--- config.mk ---
export PLATFORM = sky130hd
export DESIGN_NAME = showahead_fifo
export DESIGN_NICKNAME = d
export VERILOG_FILES = /design/src/cpu_dma_pkg.sv /design/src/showahead_fifo.sv
export SDC_FILE = /design/constraint.sdc
export NUM_CORES = 1
export LEC_CHECK = 0
export ABC_AREA = 1
export BUFFER_PORTS_ARGS = -buffer_cell sky130_fd_sc_hd__clkbuf_2
export CORE_ASPECT_RATIO = 0.9
export CORE_MARGIN = 3
export CORE_UTILIZATION = 60
export CTS_BUF_LIST = sky130_fd_sc_hd__clkbuf_8
export DETAILED_ROUTE_END_ITERATION = 8
export GPL_TIMING_DRIVEN = 0
export HOLD_SLACK_MARGIN = 0.06
export PLACE_DENSITY_LB_ADDON = 0.2
export SETUP_SLACK_MARGIN = 0.5
export SLEW_MARGIN = 10
export SYNTH_ARGS = -nofsm -noshare
export SYNTH_HDL_FRONTEND = slang
export SYNTH_SLANG_ARGS = --single-unit
--- constraint.sdc ---
create_clock -name clk -period 3 [get_ports clk]
set_input_delay 0.15 -clock clk [delete_from_list [all_inputs] [get_ports clk]]
set_output_delay 0.15 -clock clk [all_outputs]
set_load 0.05 [all_outputs]
--- src/cpu_dma_pkg.sv ---
package cpu_dma_pkg;

    // flit and ring geometry
    localparam int FLIT_BITS      = 512;
    localparam int FLIT_BYTES     = 64;
    localparam int RB_AWIDTH      = 16;
    localparam int QID_WIDTH      = 9;
    localparam int PKT_SIZE_WIDTH = 16;

    typedef logic [RB_AWIDTH-1:0] rb_ptr_t;
    typedef logic [RB_AWIDTH:0]   rb_size_t;
    typedef logic [QID_WIDTH-1:0] qid_t;

    // bus burst count of at most 15 flits
    typedef logic [3:0] burst_t;

    typedef struct packed {
        logic                 sop;
        logic                 eop;
        logic [FLIT_BITS-1:0] data;
    } flit_t;

    // one descriptor per packet, size counted in flits
    typedef struct packed {
        qid_t                      pkt_queue_id;
        qid_t                      dsc_queue_id;
        logic [PKT_SIZE_WIDTH-1:0] size;
    } pkt_desc_t;

    // completion descriptor written to the CPU descriptor ring
    // tail is the packet ring tail after the packet, zero extended
    typedef struct packed {
        logic                                signal;
        logic [31:0]                         tail;
        qid_t                                queue_id;
        logic [FLIT_BITS-33-QID_WIDTH-1:0]   pad;
    } cpl_desc_t;

endpackage
--- src/showahead_fifo.sv ---
`timescale 1ns/100ps

module showahead_fifo #(
    parameter int  FIFO_DEPTH = 16,
    parameter type payload_t  = logic
) (
    input  logic                  clk,
    input  logic                  reset,
    input  payload_t              wr_data,
    input  logic                  wr_en,
    input  logic                  rd_en,
    output payload_t              rd_data,
    output cpu_dma_pkg::rb_size_t occup
);
    localparam int AW = (FIFO_DEPTH > 1) ? $clog2(FIFO_DEPTH) : 1;

    payload_t      mem [FIFO_DEPTH];
    logic [AW-1:0] wr_ptr;
    logic [AW-1:0] rd_ptr;
    logic          full;
    logic          push;
    logic          pop;

    function automatic logic [AW-1:0] ptr_next(input logic [AW-1:0] ptr);
        if (ptr == AW'(FIFO_DEPTH - 1)) begin
            return '0;
        end
        return ptr + 1'b1;
    endfunction

    assign full = (occup == FIFO_DEPTH);
    // a write into a full buffer is dropped
    assign push = wr_en && !full;
    assign pop  = rd_en && (occup != 0);

    // head entry is always on the output
    assign rd_data = mem[rd_ptr];

    always_ff @(posedge clk) begin
        if (push) begin
            mem[wr_ptr] <= wr_data;
        end
    end

    always_ff @(posedge clk) begin
        if (reset) begin
            wr_ptr <= '0;
            rd_ptr <= '0;
            occup  <= '0;
        end else begin
            if (push) begin
                wr_ptr <= ptr_next(wr_ptr);
            end
            if (pop) begin
                rd_ptr <= ptr_next(rd_ptr);
            end
            occup <= occup + push - pop;
        end
    end

    // the source must watch occupancy, the reader must watch it too
    a_no_overflow: assert property (@(posedge clk) disable iff (reset) !(wr_en && full));
    a_no_underflow: assert property (@(posedge clk) disable iff (reset) !(rd_en && occup == 0));

endmodule

After elaboration in Yosys (flattened, before gate mapping)
Memory sizes are Yosys's and may differ from the RTL's. A register that Yosys moved wholly into a read port is not among the register bits.
Cells that the tools add are included.
Word-level totals
  bits in registers: 25
  bits in writable memories: 16
  input bits: 5
  word-level logic and storage cells: 29
  memories kept: 1
Memories
  mem: depth 16, bits a word 1, rd ports 1, clocked after memory_dff 1, wr ports 1, RTL line showahead_fifo.sv:17  | payload_t mem [FIFO_DEPTH];
Cells by class
  add/sub/neg operators: 4
  eq/ne operators: 3
  mux-type cells: 14
  reduce and logical (&&, ||, !) cells: 4
Operators with widths (count)
  4-bit 2-to-1 mux: 6
  17-bit by 1-bit adder with 17-bit output: 1
  17-bit by 5-bit == test with 1-bit output (second input constant): 1
  17-bit nonzero test: 1
  17-bit by 1-bit subtractor with 17-bit output: 1
  4-bit by 1-bit adder with 4-bit output (second input constant): 2
  4-bit == test (second input constant): 2
  1-bit 2-to-1 mux: 8
  1-bit logical AND: 2
  1-bit logical NOT: 1

Depth between registers and ports, before layout
  depth in word-level cells: 7
  gate-level depth with buffers: 20
  mapped depth without buffers: 20

Worst setup path before layout
Ideal clock, no wire load.
  path kind: reg2reg
  start: register occup[2]
  end: register occup[10]
  setup time: 0.113 ns
  arrival: 2.811 ns
  setup slack: 0.077 ns
  cell stages (with the launch flop): 18
  clock period less this slack: 2.923 ns
  path through: dfxtp_1 -> inv_1 -> ha_1 -> nor3b_2 -> nand3_1 -> nand2_4 -> ha_1 -> inv_1 -> ha_1 -> fa_1 -> nand2_1 -> nand2_1 -> nand3b_1 -> nand2_1 -> a21oi_1 -> nand2_1 -> nand2_1 -> nor2_1
Between the ends
  cells in the longest elaborated chain, start to end: 5
  elaborated cells between the ends (all ways): 7
  classes of those cells: add/sub (2); eq/ne (1); reduce/logical (4)
Ends and longest elaborated chain
  from (decl): RTL line showahead_fifo.sv:13  | output cpu_dma_pkg::rb_size_t occup
  from (signal assigned): RTL line showahead_fifo.sv:57  | occup <= occup + push - pop;
  17-bit by 5-bit == test with 1-bit output: RTL line showahead_fifo.sv:31  | assign full = (occup == FIFO_DEPTH);
  1-bit logical NOT: RTL line showahead_fifo.sv:33  | assign push = wr_en && !full;
  1-bit logical AND: RTL line showahead_fifo.sv:33
  17-bit by 1-bit adder with 17-bit output: RTL line showahead_fifo.sv:57
  17-bit by 1-bit subtractor with 17-bit output (*): RTL line showahead_fifo.sv:57
Mark *: on every way between the ends. The rest lies on a longest branch, timed or not.
A chain may end at the register's enable or synchronous reset.

Worst setup path after layout
  start: register occup[13]
  end: register occup[10]
Same word-level chain as after synthesis.

==> flow_summary.json <==
{
  "status": "completed",
  "fin_tns_setup_ns": 0,
  "track_usage": 0.232,
  "drt_iter0_drc": 167,
  "hp-class": "input port to register",
  "cp.required_ns": 3.20,
  "start_util": 0.632,
  "io_pins": 23,
  "hold_slack_ns": 0.160,
  "fin_crit_ns": 2.63,
  "synth_cell_type_count": 35,
  "via_count": 2593,
  "insertion_delay_ns": 0.30,
  "startpoint_type": "register",
  "instances_no_fill": 500,
  "synth-seq-cells": 45,
  "grt_overflow": 0,
  "critPathTopFamily": "simple AND/OR/NAND/NOR gates",
  "yosysSeqAreaShare": 0.371,
  "die_area_um2": 5630,
  "gp_congestion": 0.834,
  "root_buffer": "clkbuf_8",
  "grtUsageMet3": 0.0364,
  "end_kind": "register",
  "crit_type": "register to register",
  "avgSynthCellArea_um2": 7.40,
  "yosysWarnings": 0,
  "synthCells": 386,
  "cp.buffers_inverters": 3,
  "setup_viol": 0,
  "cpPeakStageDelay_ns": 0.37,
  "path_max_fanout": 4,
  "placementRows": 23,
  "leakage_nw": 1.65,
  "period_share": 0.877,
  "netlist_area_um2": 2860,
  "chipWidth_um": 78.7,
  "drcViolationCount": 0,
  "placed_area_um2": 3130,
  "fmax_mhz": 380,
  "drv_cap": 0,
  "rsz0062_at_grt": "true",
  "cts_sinks": 45,
  "hpwl_um": 4640,
  "critPathArrivalTime_ns": 2.84,
  "wl_per_cell_um": 13.1,
  "holdBufCountCts": 0,
  "die_h_um": 71.5,
  "grt_pass1_vias": 2397,
  "drv_slew": 0,
  "avgViaCountPerCell": 5.19,
  "diodes": 0,
  "cts_max_level": 2,
  "n_fill_cell": 302,
  "relSlewSlack": 0.794,
  "finClkSkew_ns": 0.00918,
  "antenna_found_initial": 0,
  "p_total_mw": 4.09,
  "core_um2": 4520,
  "final_area_um2": 3540,
  "cts_buffers": 5,
  "drive_gt1_frac": 0.313,
  "path_clk_slew_ns": 0.09,
  "syn_to_final_growth_pct": 23.8,
  "grt_max_degree": 17,
  "cp_slowest_cell": "dfxtp_4",
  "ir_worst_vdd_mv": 0.934,
  "grt_use_met1": 0.335,
  "postRouteAntennaNets": 0,
  "io_buffer_count": 21,
  "gr-usage-met2": 0.367,
  "routed_wl_um": 6550,
  "syn-num-nets": 421,
  "grt_pass1_wl_um": 10400,
  "crit_top_cell": "nand2_2",
  "first_pass_iters": 4,
  "nets": 472,
  "crit_chain": "inv_4 -> ha_4 -> nand2_4 -> nor2_4 -> nand3_2 -> nand2_2 -> inv_4 -> ha_4 -> inv_2 -> ha_4 -> fa_2 -> nand2_2 -> nand2_2 -> nand3b_1 -> nand2_2 -> a21oi_4 -> nand2_1 -> nand2_1 -> nor2_1",
  "grt-busiest-layer": "met2",
  "place_inst": 469,
  "hold_viol": 0,
  "cts_buffer_depth": 2,
  "power_density_nw_per_um2": 1150,
  "tritoncts": "done",
  "tightestPinTransition_ns": 0.309
}
where the power goes:
| part | internal, mW | leakage, nW | switching (mW) | total [mW] |
|---|---|---|---|---|
| combinational | 1.01 | 1.21 | 1.80 | 2.81 |
| clock | 0.166 | 0.0445 | 0.219 | 0.384 |
| sequential | 0.788 | 0.392 | 0.107 | 0.895 |
| total | 1.96 | 1.65 | 2.12 | 4.09 |
flip-flops by register name (all words and copies together) (netlist names), named ones only:
signal,flops
occup,17
mem,16
rd_ptr,4
wr_ptr,4
layer usage:
layer	routed length, um	vias to the layer above
li1	-	1325
met1	3130	1198
met2	3030	62
met3	333	8
met4	56	0
met5	0	-
cell families (layout without fill, tap and decap cells):
| family | Yosys count | in the layout | synth area share |
|---|---|---|---|
| AOI/OAI and AO/OA | 51 | 51 | 0.0981 |
| DFF | 45 | 45 | 0.371 |
| buffers and inverters | 69 | 121 | 0.0959 |
| xor gates and xnor gates | 4 | 4 | 0.0123 |
| and+or+nand+nor | 187 | 187 | 0.288 |
| adders and majority gates | 30 | 30 | 0.134 |
cell usage in the layout, fill, tap and decap left out, types with 12 or more instances in the layout:
cell type	Yosys	routed
a21oi_1	26	25
buf_4	0	23
clkbuf_2	1	22
dfxtp_1	29	15
dfxtp_4	0	13
edfxtp_1	16	16
ha_1	29	21
inv_1	50	36
inv_2	15	21
nand2_1	86	78
nand2_2	5	12
nand3_1	19	17
nor2_1	59	57
o21ai_0	14	14
worst register-to-register path, cell delays in order, from the launching register on:
cell      delay (ns)
dfxtp_4         0.37
inv_4           0.07
ha_4            0.14
nand2_4         0.05
nor2_4          0.14
nand3_2         0.10
nand2_2         0.10
inv_4           0.05
ha_4            0.25
inv_2           0.04
ha_4            0.15
fa_2            0.36
nand2_2         0.09
nand2_2         0.06
nand3b_1        0.13
nand2_2         0.11
a21oi_4         0.18
nand2_1         0.07
nand2_1         0.05
nor2_1          0.03
final cells by class:
| cell class | count | area (um^2) | area share |
|---|---|---|---|
| buffer | 3 | 23.8 | 0.00672 |
| clock buffer | 5 | 68.8 | 0.0195 |
| clock inverter | 3 | 21.3 | 0.00601 |
| inverter | 66 | 270 | 0.0764 |
| multi-input combinational | 272 | 1690 | 0.477 |
| sequential | 45 | 1110 | 0.314 |
| tap | 62 | 77.6 | 0.0219 |
| timing repair buffer | 44 | 278 | 0.0785 |
Yosys cell counts:
cell type	count	area (um^2)
and2_4	1	8.76
nand3_2	1	10.0
nand3b_1	4	30.0
a21oi_1	26	130
nand3_1	19	95.1
nor3b_2	1	12.5
a21oi_2	1	8.76
buf_2	1	5.00
dfxtp_1	29	581
and2_1	2	12.5
nor2_2	2	12.5
xnor2_1	1	8.76
inv_1	50	188
nand2_4	2	22.5
o211ai_1	4	30.0
o21a_1	1	7.51
xor2_1	3	26.3
fa_1	1	20.0
edfxtp_1	16	480
nor2_1	59	221
nor2_4	1	11.3
nor3_2	2	20.0
clkbuf_2	1	5.00
inv_4	1	6.26
nand2_2	5	31.3
o21ai_1	1	5.00
or2_1	1	6.26
nand2_1	86	323
clkbuf_8	1	13.8
o22ai_1	1	6.26
o21bai_1	3	22.5
nand4_1	1	6.26
o21ai_0	14	70.1
inv_2	15	56.3
ha_1	29	363
repair_timing:
item,in CTS,in global routing
buffers inserted,13,10
endpoints found under the setup margin,8,11
gates resized for setup,20,23
pin swaps,16,16
hold endpoints to repair,0,0
cloned,0,0
worst paths after layout:
path                            slack (ns)  depth (start not counted)        end       from
worst max-delay path                  0.37                         19  occup[10]  occup[13]
worst min-delay path                  0.16                          2  wr_ptr[0]      reset
worst max register to register        0.37                         19  occup[10]  occup[13]
worst min register to register        0.52                          2   register  rd_ptr[3]
per-stage QoR:
| step | worst slack [ns] | utilization |
|---|---|---|
| after floorplan | 0.449 | - |
| after global placement | 0.166 | 0.692 |
| after detailed placement | 0.117 | 0.692 |
| after CTS | 0.377 | 0.744 |
| after global routing | 0.253 | 0.783 |
| final | 0.368 | 0.783 |
Power figures use the tool's default switching activity.
