===== src/cpu_dma_pkg.sv =====
package cpu_dma_pkg;

    // flit and ring geometry
    localparam int FLIT_BITS      = 512;
    localparam int FLIT_BYTES     = 64;
    localparam int RB_AWIDTH      = 16;
    localparam int QID_WIDTH      = 9;
    localparam int PKT_SIZE_WIDTH = 16;

    typedef logic [RB_AWIDTH-1:0] rb_ptr_t;
    typedef logic [RB_AWIDTH:0]   rb_size_t;
    typedef logic [QID_WIDTH-1:0] qid_t;

    // bus burst count of at most 15 flits
    typedef logic [3:0] burst_t;

    typedef struct packed {
        logic                 sop;
        logic                 eop;
        logic [FLIT_BITS-1:0] data;
    } flit_t;

    // one descriptor per packet, size counted in flits
    typedef struct packed {
        qid_t                      pkt_queue_id;
        qid_t                      dsc_queue_id;
        logic [PKT_SIZE_WIDTH-1:0] size;
    } pkt_desc_t;

    // completion descriptor written to the CPU descriptor ring
    // tail is the packet ring tail after the packet, zero extended
    typedef struct packed {
        logic                                signal;
        logic [31:0]                         tail;
        qid_t                                queue_id;
        logic [FLIT_BITS-33-QID_WIDTH-1:0]   pad;
    } cpl_desc_t;

endpackage

===== src/dma_wr_if.sv =====
`timescale 1ns/100ps

interface dma_wr_if;
    import cpu_dma_pkg::*;

    logic                 valid;
    logic                 ready;
    logic [63:0]          address;
    burst_t               burstcount;
    logic [FLIT_BITS-1:0] writedata;
    // marks the beat that opens a burst
    logic                 first;

    modport source (
        output valid,
        output address,
        output burstcount,
        output writedata,
        output first,
        input  ready
    );

    modport sink (
        input  valid,
        input  address,
        input  burstcount,
        input  writedata,
        input  first,
        output ready
    );

endinterface


===== src/bus_write_master.sv =====
`timescale 1ns/100ps

module bus_write_master (
    input  logic                                  clk,
    input  logic                                  reset,
    dma_wr_if.sink                                req,
    input  logic                                  bus_waitrequest,
    output logic [63:0]                           bus_address,
    output logic [cpu_dma_pkg::FLIT_BYTES-1:0]    bus_byteenable,
    output logic                                  bus_write,
    output logic [cpu_dma_pkg::FLIT_BITS-1:0]     bus_writedata,
    output cpu_dma_pkg::burst_t                   bus_burstcount
);
    logic accept;

    // the output register frees up when idle or when the bus takes the beat
    assign req.ready = !bus_write || !bus_waitrequest;
    assign accept    = req.valid && req.ready;

    // full flit writes only
    assign bus_byteenable = '1;

    always_ff @(posedge clk) begin
        if (reset) begin
            bus_write <= 1'b0;
        end else if (req.ready) begin
            bus_write <= req.valid;
        end
    end

    always_ff @(posedge clk) begin
        if (accept) begin
            bus_writedata <= req.writedata;
            // address and count only mean something on a burst's first beat
            if (req.first) begin
                bus_address    <= req.address;
                bus_burstcount <= req.burstcount;
            end
        end
    end

    // a burst that opens with count zero is illegal on the bus
    a_burst_nonzero: assert property (@(posedge clk) disable iff (reset)
        accept && req.first |-> req.burstcount != 0);

endmodule


===== src/flat_wrapper.sv =====
// flat-port wrapper written by rule: the top's interface ports become plain ports
module bus_write_master_flat 
  (clk, reset, bus_waitrequest, bus_address, bus_byteenable, bus_write, bus_writedata, bus_burstcount, req_valid, req_address, req_burstcount, req_writedata, req_first, req_ready);
  dma_wr_if req_i ();
  input  logic clk;
  input  logic reset;
  input  logic bus_waitrequest;
  output logic [63:0] bus_address;
  output logic [cpu_dma_pkg::FLIT_BYTES-1:0] bus_byteenable;
  output logic bus_write;
  output logic [cpu_dma_pkg::FLIT_BITS-1:0] bus_writedata;
  output cpu_dma_pkg::burst_t bus_burstcount;
  input wire logic [$bits(req_i.valid)-1:0] req_valid;
  input wire logic [$bits(req_i.address)-1:0] req_address;
  input wire logic [$bits(req_i.burstcount)-1:0] req_burstcount;
  input wire logic [$bits(req_i.writedata)-1:0] req_writedata;
  input wire logic [$bits(req_i.first)-1:0] req_first;
  output wire logic [$bits(req_i.ready)-1:0] req_ready;
  assign req_i.valid = req_valid;
  assign req_i.address = req_address;
  assign req_i.burstcount = req_burstcount;
  assign req_i.writedata = req_writedata;
  assign req_i.first = req_first;
  assign req_ready = req_i.ready;
  bus_write_master u_core (.clk(clk), .reset(reset), .req(req_i), .bus_waitrequest(bus_waitrequest), .bus_address(bus_address), .bus_byteenable(bus_byteenable), .bus_write(bus_write), .bus_writedata(bus_writedata), .bus_burstcount(bus_burstcount));
endmodule

===== config.mk =====
export PLATFORM = sky130hd
export DESIGN_NAME = bus_write_master_flat
export DESIGN_NICKNAME = d
export VERILOG_FILES = /design/src/cpu_dma_pkg.sv /design/src/dma_wr_if.sv /design/src/bus_write_master.sv /design/src/flat_wrapper.sv
export SDC_FILE = /design/constraint.sdc
export NUM_CORES = 1
export LEC_CHECK = 0
export ABC_AREA = 1
export ABC_CLOCK_PERIOD_IN_PS = 26600
export BUFFER_PORTS_ARGS = -buffer_cell sky130_fd_sc_hd__buf_2
export CAP_MARGIN = 20
export CORE_AREA = 3 3 475 477
export CTS_CLUSTER_SIZE = 12
export DETAILED_ROUTE_END_ITERATION = 16
export DIE_AREA = 0 0 478 480
export GPL_TIMING_DRIVEN = 0
export PLACE_DENSITY = 0.35
export SYNTH_ARGS = -nofsm -noshare
export SYNTH_HDL_FRONTEND = slang
export SYNTH_SLANG_ARGS = --single-unit

===== constraint.sdc =====
create_clock -name clk -period 26.6 [get_ports clk]
set_input_delay 1.33 -clock clk [delete_from_list [all_inputs] [get_ports clk]]
set_output_delay 1.33 -clock clk [all_outputs]
set_load 0.01 [all_outputs]

== Word-level counts from Yosys, hierarchy flattened ==
Cells that the tools add are included.

* $add $sub $neg: 0
* $mul: 0
* Div/mod/pow operators: 0
* Order comparisons: 0
* Eq/ne operators: 0
* Shift operators: 0
* Mux-type cells: 0
* Bitwise gates (word level): 0
* Reductions and logical operators: 5

{| class="wikitable"
|+ Operators by type and width
! kind !! number
|-
| 1-bit zero test || 2
|-
| 2-bit AND reduction || 1
|-
| 1-bit logical AND || 1
|-
| 1-bit logical OR || 1
|}

* Register bits: 581
* Bits in latches: 0
* Memory bits (writable): 0
* Memory bits (read-only): 0
* Input port bits: 585
* Word-level logic and storage cells: 9
* Memories kept: 0

== Longest topological paths before layout ==
Gate-level depths: netlist (run 1).

* Depth after elaboration: 4
* Depth in mapped cells: 3
* Gate-level depth less buffers: 3

== Worst setup path before layout (run 1) ==
Ideal clock, no wire load.

* Path type: input to register
* From: input bus_waitrequest
* To: register u_core.bus_writedata[0] in the netlist's numbering (enable)
* Arrival: 11.393 ns
* Required time: 25.740 ns
* Slack: 14.346 ns
* Stages: 3
* Path buffers: 0
* Cells stage by stage: nand2_2 nand2_2 inv_1

* Longest elaborated chain between the ends: 3

{| class="wikitable"
|+ RTL lines
! what !! RTL line !! source
|-
| start: declaration || flat_wrapper.sv:7 || <nowiki>input logic bus_waitrequest;</nowiki>
|-
| 1-bit zero test || bus_write_master.sv:17 || <nowiki>assign req.ready = !bus_write || !bus_waitrequest;</nowiki>
|-
| 1-bit logical OR || bus_write_master.sv:17 ||
|-
| 1-bit logical AND || bus_write_master.sv:18 || <nowiki>assign accept = req.valid && req.ready;</nowiki>
|-
| via u_core.accept || bus_write_master.sv:14 || <nowiki>logic accept;</nowiki>
|-
| end signal: assignment || bus_write_master.sv:33 || <nowiki>bus_writedata <= req.writedata;</nowiki>
|-
| end: declaration || bus_write_master.sv:11 || <nowiki>output logic [cpu_dma_pkg::FLIT_BITS-1:0] bus_writedata,</nowiki>
|}

The timed path passes the listed nets, and every way through them passes these cells.
A chain may end at the register's enable or synchronous reset.

== Final worst setup path (run 1) ==
* From: input bus_waitrequest
* To: register u_core.bus_writedata[149] in the netlist's numbering (enable)

The elaborated chain is that of the path after synthesis.

==> impl_metrics.csv, run 1 <==
group,metric,value,unit
timing,slew-limit-headroom,41.05,%
timing,finalSetupViolations,0,
floorplan,start_util,8.095,%
finish,post-route-util,14.02,%
detailed_routing,wl_per_cell,33.40,um
grt,grt_pass1_vias,12774,
detailed_routing,vias,13443,
critical_path,worstPathArrival,3.94,ns
finish,layout.nets,2561,
finish,syn_to_final_growth,73.16,%
clocking,cts_hold_buf,0,
clocking,clk_pin_slew_worst_paths,0.06,ns
timing,worst-slew-pin-transition,0.8842,ns
critical_path,reg2reg_slack,23.44,ns
clocking,cts_max_level,3,
floorplan,die_h,480,um
floorplan,io_pins,1231,
yosys,ys_seq_elements,581,
grt,grt_max_degree,107,
power,p_per_area,79.23,nW/um^2
critical_path,crit_slowest_cell,"inv_8",
timing,post-route-period-util,13.54,%
grt,grt_pass1_wl,198600,um
power,p_leak,12.12,nW
critical_path,worst-path-stages,7,
hold_path,min-delay-start,"u_core.bus_write",
yosys,yosysSeqAreaShare,97.09,%
critical_path,ff2ff_path_depth,6,
detailed_routing,routed_wl,172000,um
clocking,cts_tree,"done",
timing,max_freq,277.7,MHz
hold_path,min_path_cells,2,
placement,place_hpwl,153500,um
floorplan,fp.dieW,478,um
yosys,netlist_area,17960,um^2
floorplan,die_area,229400,um^2
critical_path,worstSetupStartpointType,"primary input",
yosys,synthCells,653,
clocking,cts_resized,0,
placement,dp.cells,4863,
yosys,synth_area_per_cell,27.50,um^2
finish,final_cells,5150,
detailed_routing,drt_iter0_drc,739,
yosys,synth-warning-count,0,
critical_path,crit_buf_inv,5,
critical_path,max_stage_delay,0.57,ns
grt,antenna_found_initial,401,
grt,grt_usage,14.46,%
timing,skew,0.02519,ns
critical_path,cp.required,26.94,ns
clocking,numClockSinks,581,
critical_path,timing.rr.end,"u_core.bus_writedata[149]",
clocking,clk_latency,0.69,ns
critical_path,critPathTopFamily,"buffers and inverters",
critical_path,worstPathCellList,"buf_2, nand2_2, nand2_2, inv_8, buf_16, buf_16, buf_16",
yosys,synth_cell_types,8,
run,maxCapViolations,0,
timing,period_needed,3.601,ns
detailed_routing,firstDrtPassIters,5,
power,ir_drop,42.78,uV
hold_path,min_to,"u_core.bus_write",
critical_path,cp_common_cell,"buf_16",
status,outcome,"finished clean",
critical_path,endpoint_kind,"register",
finish,nFillCells,24820,
detailed_routing,route.detailed.drc,0,
hold_path,hold_path.class,"reg -> reg",
critical_path,cp_max_fo,106,
finish,layout-drive-gt1-share,67.19,%
timing,finalSetupTns,0,ns
detailed_routing,avgViaCountPerCell,2.610,
floorplan,row_count,173,
placement,place_congestion,0.8157,
critical_path,worstSetupPathType,"in -> reg",
floorplan,core,221900,um^2
clocking,cts_root_buf,"clkbuf_16",
grt,grt-ovfl-total,0,
clocking,postCtsSetupRepairBufs,0,
placement,port_buffers,1166,
clocking,cts_inserted_buffers,86,
timing,grt_setup_unrepaired,"no",
critical_path,r2r_start,"u_core.bus_write",
timing,finalHoldViolations,0,
detailed_routing,drtAntennaViolNets,0,
timing,maxSlewViolCount,0,
clocking,cts_buffer_depth,3,
## metal layers
metal	GRT usage (%)	vias to the layer above	wire length (um)
li1	-	5369	-
met1	13.29	6013	52550
met2	21.95	1315	73550
met3	14.62	498	37860
met4	4.282	248	6345
met5	0.1864	-	1688
## synth_stat cells, drive strengths merged
master  instances  share of area, %
inv             3             0.063
conb            1             0.021
dfxtp           1              0.11
nor2            1             0.035
buf            64               2.7
nand2           2             0.070
edfxtp        580                97
a21oi           1             0.049
## area by class of cell
| class | instances | area [um^2] | area share [%] |
|---|---|---|---|
| Timing Repair Buffer | 1172 | 5986 | 19.25 |
| Sequential cell | 581 | 17440 | 56.07 |
| Clock buffer | 96 | 2211 | 7.109 |
| Tap cell | 2975 | 3722 | 11.97 |
| Buffer | 64 | 480.5 | 1.545 |
| Multi-Input combinational cell | 68 | 272.8 | 0.8771 |
| Clock inverter | 64 | 654.4 | 2.104 |
| Inverter | 3 | 18.77 | 0.06035 |
| Antenna cell | 127 | 317.8 | 1.022 |
## kinds of logic after synthesis
group / Yosys count / share of synthesized area, %
AO/OA/AOI/OAI: 1 / 0.04878
AND/OR/NAND/NOR: 3 / 0.1045
flip-flops: 581 / 97.09
buffers and inverters: 67 / 2.738
other: 1 / 0.02088
## worst min-delay path: stages (launching register included)
cell     delay (ns)
dfxtp_1        0.32
nand2_2        0.09
a21oi_2        0.05
## cell usage in the layout (no fill, tap or decap), types with 2 or more instances in the layout
cell        instances
buf_2            1166
edfxtp_1          580
diode_2           127
clkbuf_16          87
buf_4              64
conb_1             64
clkinv_1           16
clkinv_2           16
clkinvlp_4         10
clkbuf_1            9
bufinv_16           8
clkinv_4            7
buf_16              4
clkinv_8            3
nand2_2             2
inv_1               2
clkinv_16           2
buf_12              2
## sequential cells by signal, indices dropped and copies added (netlist names)
name,cells
u_core.bus_address,64
u_core.bus_burstcount,4
u_core.bus_write,1
u_core.bus_writedata,512
## metrics by stage
stage          instance area [um^2]  hold slack [ns]  power, W  setup WS, ns
2_1_floorplan                 18200           0.5427  0.001179         14.35
3_3_place_gp                  27750           0.4925  0.001351         7.253
3_5_place_dp                  27920           0.4932  0.001320         22.12
4_1_cts                       30780           0.5026  0.002543         22.96
5_1_grt                       30870           0.5415  0.002573         22.80
6_report                      31100           0.5053  0.002464         23.00
## power by group
group | switching, W | leakage [nW] | internal, W
Clock | 0.000493 | 1.37 | 0.000682
Combinational | 0.000135 | 5.15 | 0.0000703
Sequential | 0.0000115 | 5.60 | 0.00107
## worst max-delay path by stage
stage / slack [ns] / from / endpoint
floorplan: 14.35 / bus_waitrequest / u_core.bus_writedata[0]
global placement: 7.25 / bus_waitrequest / u_core.bus_writedata[129]
detailed placement: 22.12 / bus_waitrequest / u_core.bus_writedata[129]
CTS: 22.96 / bus_waitrequest / u_core.bus_writedata[149]
global route: 22.80 / bus_waitrequest / u_core.bus_writedata[149]
finish: 23.00 / bus_waitrequest / u_core.bus_writedata[149]
(Power assumes the default switching activity.)
==> run 2: changes to the inputs <==
- ABC_AREA: 1 -> 0
- ABC_CLOCK_PERIOD_IN_PS: 26600 -> 3800
- clock period: 26.6 -> 3.8 ns (I/O delays scaled with it)
==> run 2 against run 1 <==
Sequential share of layout area shrank 9.0 points; non-clock buffer count grew 587; first-iteration DRC count grew 6.4%; largest power group unchanged; clock power grew to 6.9 times the previous value; die area is the same; critical path depth shrank 1.
==> impl_metrics.csv, run 2 <==
group,metric,value,unit
floorplan,io_pins,1231,
power,power,0.01784,W
yosys,synth_area_per_cell,27.57,um^2
floorplan,die_area,229400,um^2
power,p_leak,14.57,nW
floorplan,core,221900,um^2
floorplan,fp.dieW,478,um
clocking,cts_resized,0,
grt,antenna_found_initial,365,
timing,finalSetupViolations,0,
status,outcome,"finished clean",
timing,max_freq,392.2,MHz
grt,gr-usage-met2,22.90,%
yosys,netlist_area,17950,um^2
critical_path,cp_common_cell,"buf_16",
finish,layout.nets,3147,
grt,groute.layer.met3.usage,9.581,%
critical_path,max_stage_delay,0.46,ns
critical_path,reg2reg_slack,1.25,ns
floorplan,die_h,480,um
clocking,cts_max_level,3,
timing,finalSetupTns,0,ns
placement,port_buffers,1166,
detailed_routing,firstDrtPassIters,4,
yosys,yosysTopAreaCell,"edfxtp_1",
timing,grt_setup_unrepaired,"no",
critical_path,crit_start,"u_core.bus_write",
clocking,numClockSinks,581,
grt,grt_pass1_wl,205900,um
clocking,clk_latency,0.71,ns
finish,final_common_cell,"buf_2",
critical_path,endpoint_kind,"register",
clocking,cts_buffer_depth,3,
detailed_routing,route.detailed.drc,0,
critical_path,cp-endpoint,"u_core.bus_writedata[384]",
detailed_routing,vias,15593,
yosys,synth_top_area_share,97.04,%
detailed_routing,drtAntennaViolNets,0,
critical_path,r2r_start,"u_core.bus_write",
grt,grt-ovfl-total,0,
critical_path,worstSetupStartpointType,"register",
clocking,cts_root_buf,"clkbuf_16",
clocking,clk_pin_slew_worst_paths,0.07,ns
timing,maxSlewViolCount,0,
grt,grt_util_met1,15.94,%
power,ir_drop,286.8,uV
detailed_routing,routed_wl,174000,um
yosys,synth_edf_count,580,
yosys,synthCells,651,
detailed_routing,drt_iter0_drc,786,
yosys,async_flop_share,0,%
finish,reg.largest.list,"u_core.bus_writedata: 512 flops, u_core.bus_address: 64 flops, u_core.bus_burstcount: 4 flops",
timing,skew,0.04751,ns
clocking,cts_tree,"done",
timing,worst-slew-pin-transition,0.6277,ns
floorplan,row_count,173,
finish,layout-drive-gt1-share,52.30,%
power,p_per_area,481.9,nW/um^2
grt,busiest_layer,"met2",
grt,grt_usage,14.61,%
detailed_routing,wl_per_cell,30.22,um
hold_path,hold_path.class,"in -> reg",
finish,final_cells,5757,
finish,largest-register,"u_core.bus_writedata",
placement,place_hpwl,153900,um
yosys,synth-warning-count,0,
critical_path,worstSetupPathType,"reg -> reg",
clocking,cts_inserted_buffers,87,
critical_path,cp_max_fo,61,
finish,largest_reg_flops,512,
timing,period_needed,2.550,ns
floorplan,start_util,8.090,%
run,maxCapViolations,0,
critical_path,worstPathArrival,2.92,ns
critical_path,cp.required,4.17,ns
critical_path,ff2ff_path_depth,6,
yosys,synth_cell_types,9,
yosys,ys.flop_type,"edfxtp_1",
critical_path,crit_slowest_cell,"and2_4",
placement,dp.cells,4866,
yosys,yosysSeqAreaShare,97.15,%
yosys,ys_seq_elements,581,
yosys,synth.most_common_cell,"edfxtp_1",
timing,post-route-period-util,67.10,%
placement,place_congestion,0.8359,
grt,grt_pass1_vias,15340,
yosys,yosys-top-cells-area,"edfxtp_1 97%, buf_4 2.7%, dfxtp_1 0.11%",
yosys,yosys-top-cells-count,"580 x edfxtp_1, 64 x buf_4",
finish,nFillCells,24420,
finish,post-route-util,16.69,%
timing,finalHoldViolations,0,
finish,layout_common_cells,"1166 x buf_2, 582 x dlygate4sd3_1, 580 x edfxtp_1",
timing,slew-limit-headroom,58.15,%
detailed_routing,avgViaCountPerCell,2.709,
critical_path,timing.rr.end,"u_core.bus_writedata[384]",
grt,grt_max_degree,62,
critical_path,worstPathCellList,"nand2_2, and2_4, buf_12, buf_16, buf_16, buf_16",
finish,syn_to_final_growth,106.3,%
[run 2: cell types whose count changed after synthesis]
cell     previous run  this run
nor2_1              0         1
a21oi_1             0         1
and2_1              0         1
a21oi_2             1         0
nand2_2             2         1
nor2_2              1         0
inv_1               3         0
and3_1              0         1
[run 2: area by class of cell]
class / instances / area, um^2 / area share (%)
clock inverters: 55 / 545.5 / 1.473
clock buffers: 101 / 2230 / 6.022
diodes: 153 / 382.9 / 1.034
well taps: 2975 / 3722 / 10.05
flip-flops and latches: 581 / 17440 / 47.10
repair buffers: 1759 / 11950 / 32.27
multi-input cells: 69 / 275.3 / 0.7435
plain buffers: 64 / 480.5 / 1.298
[run 2: how the worst min path moves through the flow]
stage | startpoint | to | depth (start not counted)
after floorplan | reset | u_core.bus_write | 1
after global placement | reset | u_core.bus_write | 2
after detailed placement | reset | u_core.bus_write | 2
after CTS | req_valid | u_core.bus_writedata[84] | 2
after global routing | req_valid | u_core.bus_writedata[84] | 2
final | req_valid | u_core.bus_writedata[86] | 2
[run 2: stage by stage]
step | worst slack (ns) | hold WS (ns) | area [um^2]
6_report | 1.250 | 0.1253 | 37020
3_5_place_dp | 1.157 | 0.3436 | 28040
3_3_place_gp | -3.069 | 0.3415 | 27750
5_1_grt | 1.051 | 0.08609 | 36870
2_1_floorplan | -0.6504 | 0.2550 | 18190
4_1_cts | 1.166 | 0.04373 | 36640
[run 2: power by group]
part	internal [W]	leakage [nW]	switching [W]	total (W)
clock	0.00465	1.34	0.00346	0.00810
combinational	0.000910	7.64	0.00125	0.00216
sequential	0.00749	5.60	0.0000820	0.00758
[run 2: worst max-delay path: cells and delay by family (launching register included)]
kind / cells / cell delay (ns)
flops: 1 / 0.33
buf+inv: 4 / 1.20
simple gates: 2 / 0.53
[run 2: what timing repair did]
action / 4_1_cts / 5_1_grt
buffers inserted: 0 / 0
hold endpoints to repair: 581 / 0
setup endpoints to repair: 0 / 0
hold buffers: 582 / 0
[run 2: cell families after synthesis]
logic type	Yosys count	synth area share [%]
compound gates	1	0.02786
simple gates	4	0.1255
flops	581	97.15
buf+inv	64	2.677
other cells	1	0.02089
[run 2: per-layer routing]
metal  up-vias  routed length [um]
met2      1142               76890
met4       230                6841
met1      7153               64970
li1       6574                   -
met3       494               23780
met5         -                1508
==> run 3: changes to the inputs <==
- ABC_AREA: 0 -> 1
- ABC_CLOCK_PERIOD_IN_PS: 3800 -> 2450
- clock period: 3.8 -> 2.45 ns (I/O delays scaled with it)
==> run 3 against run 2 <==
Clock skew shrank 0.013 ns; largest power group unchanged; non-clock buffer count grew 9; wire length is 1.2% lower; fmax increased by 14%; highest routed layer unchanged.
==> impl_metrics.csv, run 3 (synthesis results as in run 1) <==
group,metric,value,unit
status,outcome,"finished clean",
grt,grt_pass1_wl,204100,um
placement,place_congestion,0.8277,
placement,port_buffers,1166,
grt,grt_pass1_vias,15455,
grt,grt_max_degree,49,
clocking,clk_pin_slew_worst_paths,0.06,ns
floorplan,core,221900,um^2
timing,max_freq,446.9,MHz
critical_path,worstPathArrival,2.58,ns
finish,final_cells,5789,
timing,worst-slew-pin-transition,0.7286,ns
detailed_routing,avgViaCountPerCell,2.681,
finish,post-route-util,16.77,%
critical_path,endpoint_kind,"register",
detailed_routing,routed_wl,171800,um
detailed_routing,drt_iter0_drc,714,
timing,finalSetupViolations,0,
critical_path,crit_buf_inv,5,
floorplan,row_count,173,
floorplan,die_h,480,um
floorplan,die_area,229400,um^2
grt,groute.layer.met3.usage,10.26,%
hold_path,hold_path.class,"in -> reg",
finish,layout_common_cells,"1166 x buf_2, 583 x dlygate4sd3_1, 580 x edfxtp_1",
timing,finalHoldViolations,0,
clocking,cts_tree,"done",
finish,reg.largest.list,"u_core.bus_writedata: 512 flops, u_core.bus_address: 64 flops, u_core.bus_burstcount: 4 flops",
floorplan,start_util,8.095,%
clocking,cts_root_buf,"clkbuf_16",
timing,grt_setup_unrepaired,"no",
critical_path,critPathTopFamily,"buffers and inverters",
grt,grt_usage,14.42,%
timing,fin_ws,0.2123,ns
clocking,cts_buffer_depth,3,
grt,grt-ovfl-total,0,
critical_path,worstPathCellList,"nand2_4, nand2_4, clkinvlp_4, buf_12, buf_12, buf_12, buf_12",
finish,syn_to_final_growth,107.2,%
clocking,cts_resized,0,
critical_path,crit_slowest_cell,"buf_12",
critical_path,cp_common_cell,"buf_12",
power,p_per_area,743.9,nW/um^2
clocking,cts_inserted_buffers,85,
grt,antenna_found_initial,346,
finish,largest_reg_flops,512,
timing,post-route-period-util,91.33,%
detailed_routing,drtAntennaViolNets,0,
placement,dp.cells,4875,
floorplan,fp.dieW,478,um
floorplan,io_pins,1231,
finish,largest-register,"u_core.bus_writedata",
grt,grt_util_met1,15.93,%
timing,whs,0.09317,ns
critical_path,max_stage_delay,0.36,ns
grt,gr-usage-met2,21.67,%
placement,place_hpwl,152500,um
grt,busiest_layer,"met2",
critical_path,cp.required,2.79,ns
finish,final_common_cell,"buf_2",
critical_path,worstSetupPathType,"reg -> reg",
finish,layout.nets,3157,
detailed_routing,vias,15522,
timing,maxSlewViolCount,0,
finish,layout-drive-gt1-share,52.33,%
timing,skew,0.03407,ns
timing,slew-limit-headroom,51.16,%
finish,nFillCells,24449,
critical_path,cp_max_fo,84,
timing,period_needed,2.238,ns
run,maxCapViolations,0,
detailed_routing,firstDrtPassIters,5,
clocking,clk_latency,0.71,ns
power,p_leak,14.65,nW
power,ir_drop,478.4,uV
critical_path,worstSetupStartpointType,"register",
detailed_routing,route.detailed.drc,0,
placement,dp_worst_setup_slack,-0.2887,ns
clocking,cts_max_level,3,
detailed_routing,wl_per_cell,29.68,um
clocking,numClockSinks,581,
==> run 3: changes by cell type in the layout (fill, tap and decap cells not counted), sizes merged, moves of 2 or more <==
cell / before / now
diode: 153 / 177
buf: 1241 / 1249
clkbuf: 101 / 94
clkinv: 36 / 42
bufinv: 6 / 9
clkinvlp: 8 / 6
==> run 3: report_power, final <==
part / switching [W] / internal (W)
logic: 0.00196 / 0.00142
clock network: 0.00516 / 0.00740
registers: 0.000130 / 0.0116
total: 0.00724 / 0.0204
==> run 3: area by class of cell <==
cell class	instances	area, um^2	share of cell area, %
sequential	581	17440	46.86
tap	2975	3722	10.00
clock buffer	94	2182	5.863
buffer	64	480.5	1.291
timing repair inverter	1	5.005	0.01345
multi-input combinational	68	282.8	0.7598
inverter	3	15.01	0.04034
timing repair buffer	1768	12030	32.31
antenna	177	442.9	1.190
clock inverter	58	620.6	1.667
==> run 3: what timing repair did <==
action,in CTS,in global routing
setup buffers,2,0
endpoints found under the hold margin,597,0
gates cloned,1,0
endpoints found under the setup margin,88,38
hold buffers,583,0
==> run 3: tightest hold or removal path: stages <==
cell     delay, ns
buf_2         0.12
nand2_4       0.13
nor2_4        0.05
buf_12        0.16
==> run 3: worst paths after layout <==
| check | from | endpoint | slack (ns) | cells past startpoint |
|---|---|---|---|---|
| min | req_valid | u_core.bus_address[42] | 0.09 | 4 |
| max | u_core.bus_write | u_core.bus_writedata[205] | 0.21 | 7 |
| min reg2reg | u_core.bus_write | u_core.bus_address[42] | 0.95 | 4 |
| max reg2reg | u_core.bus_write | u_core.bus_writedata[205] | 0.21 | 7 |
==> run 3: per-layer routing <==
layer	share of wire [%]	routed length (um)
met1	38	64730
met2	42	72910
met4	4.0	6874
met5	0.93	1590
met3	15	25720
==> run 3: metrics by stage <==
stage               power, W  area, um^2  setup TNS (ns)
floorplan            0.01272       18210        -3166.43
global placement     0.01454       27770        -6046.12
detailed placement   0.01437       28140          -17.52
CTS                  0.02854       36800               0
global route         0.02890       37020               0
finish               0.02769       37220               0
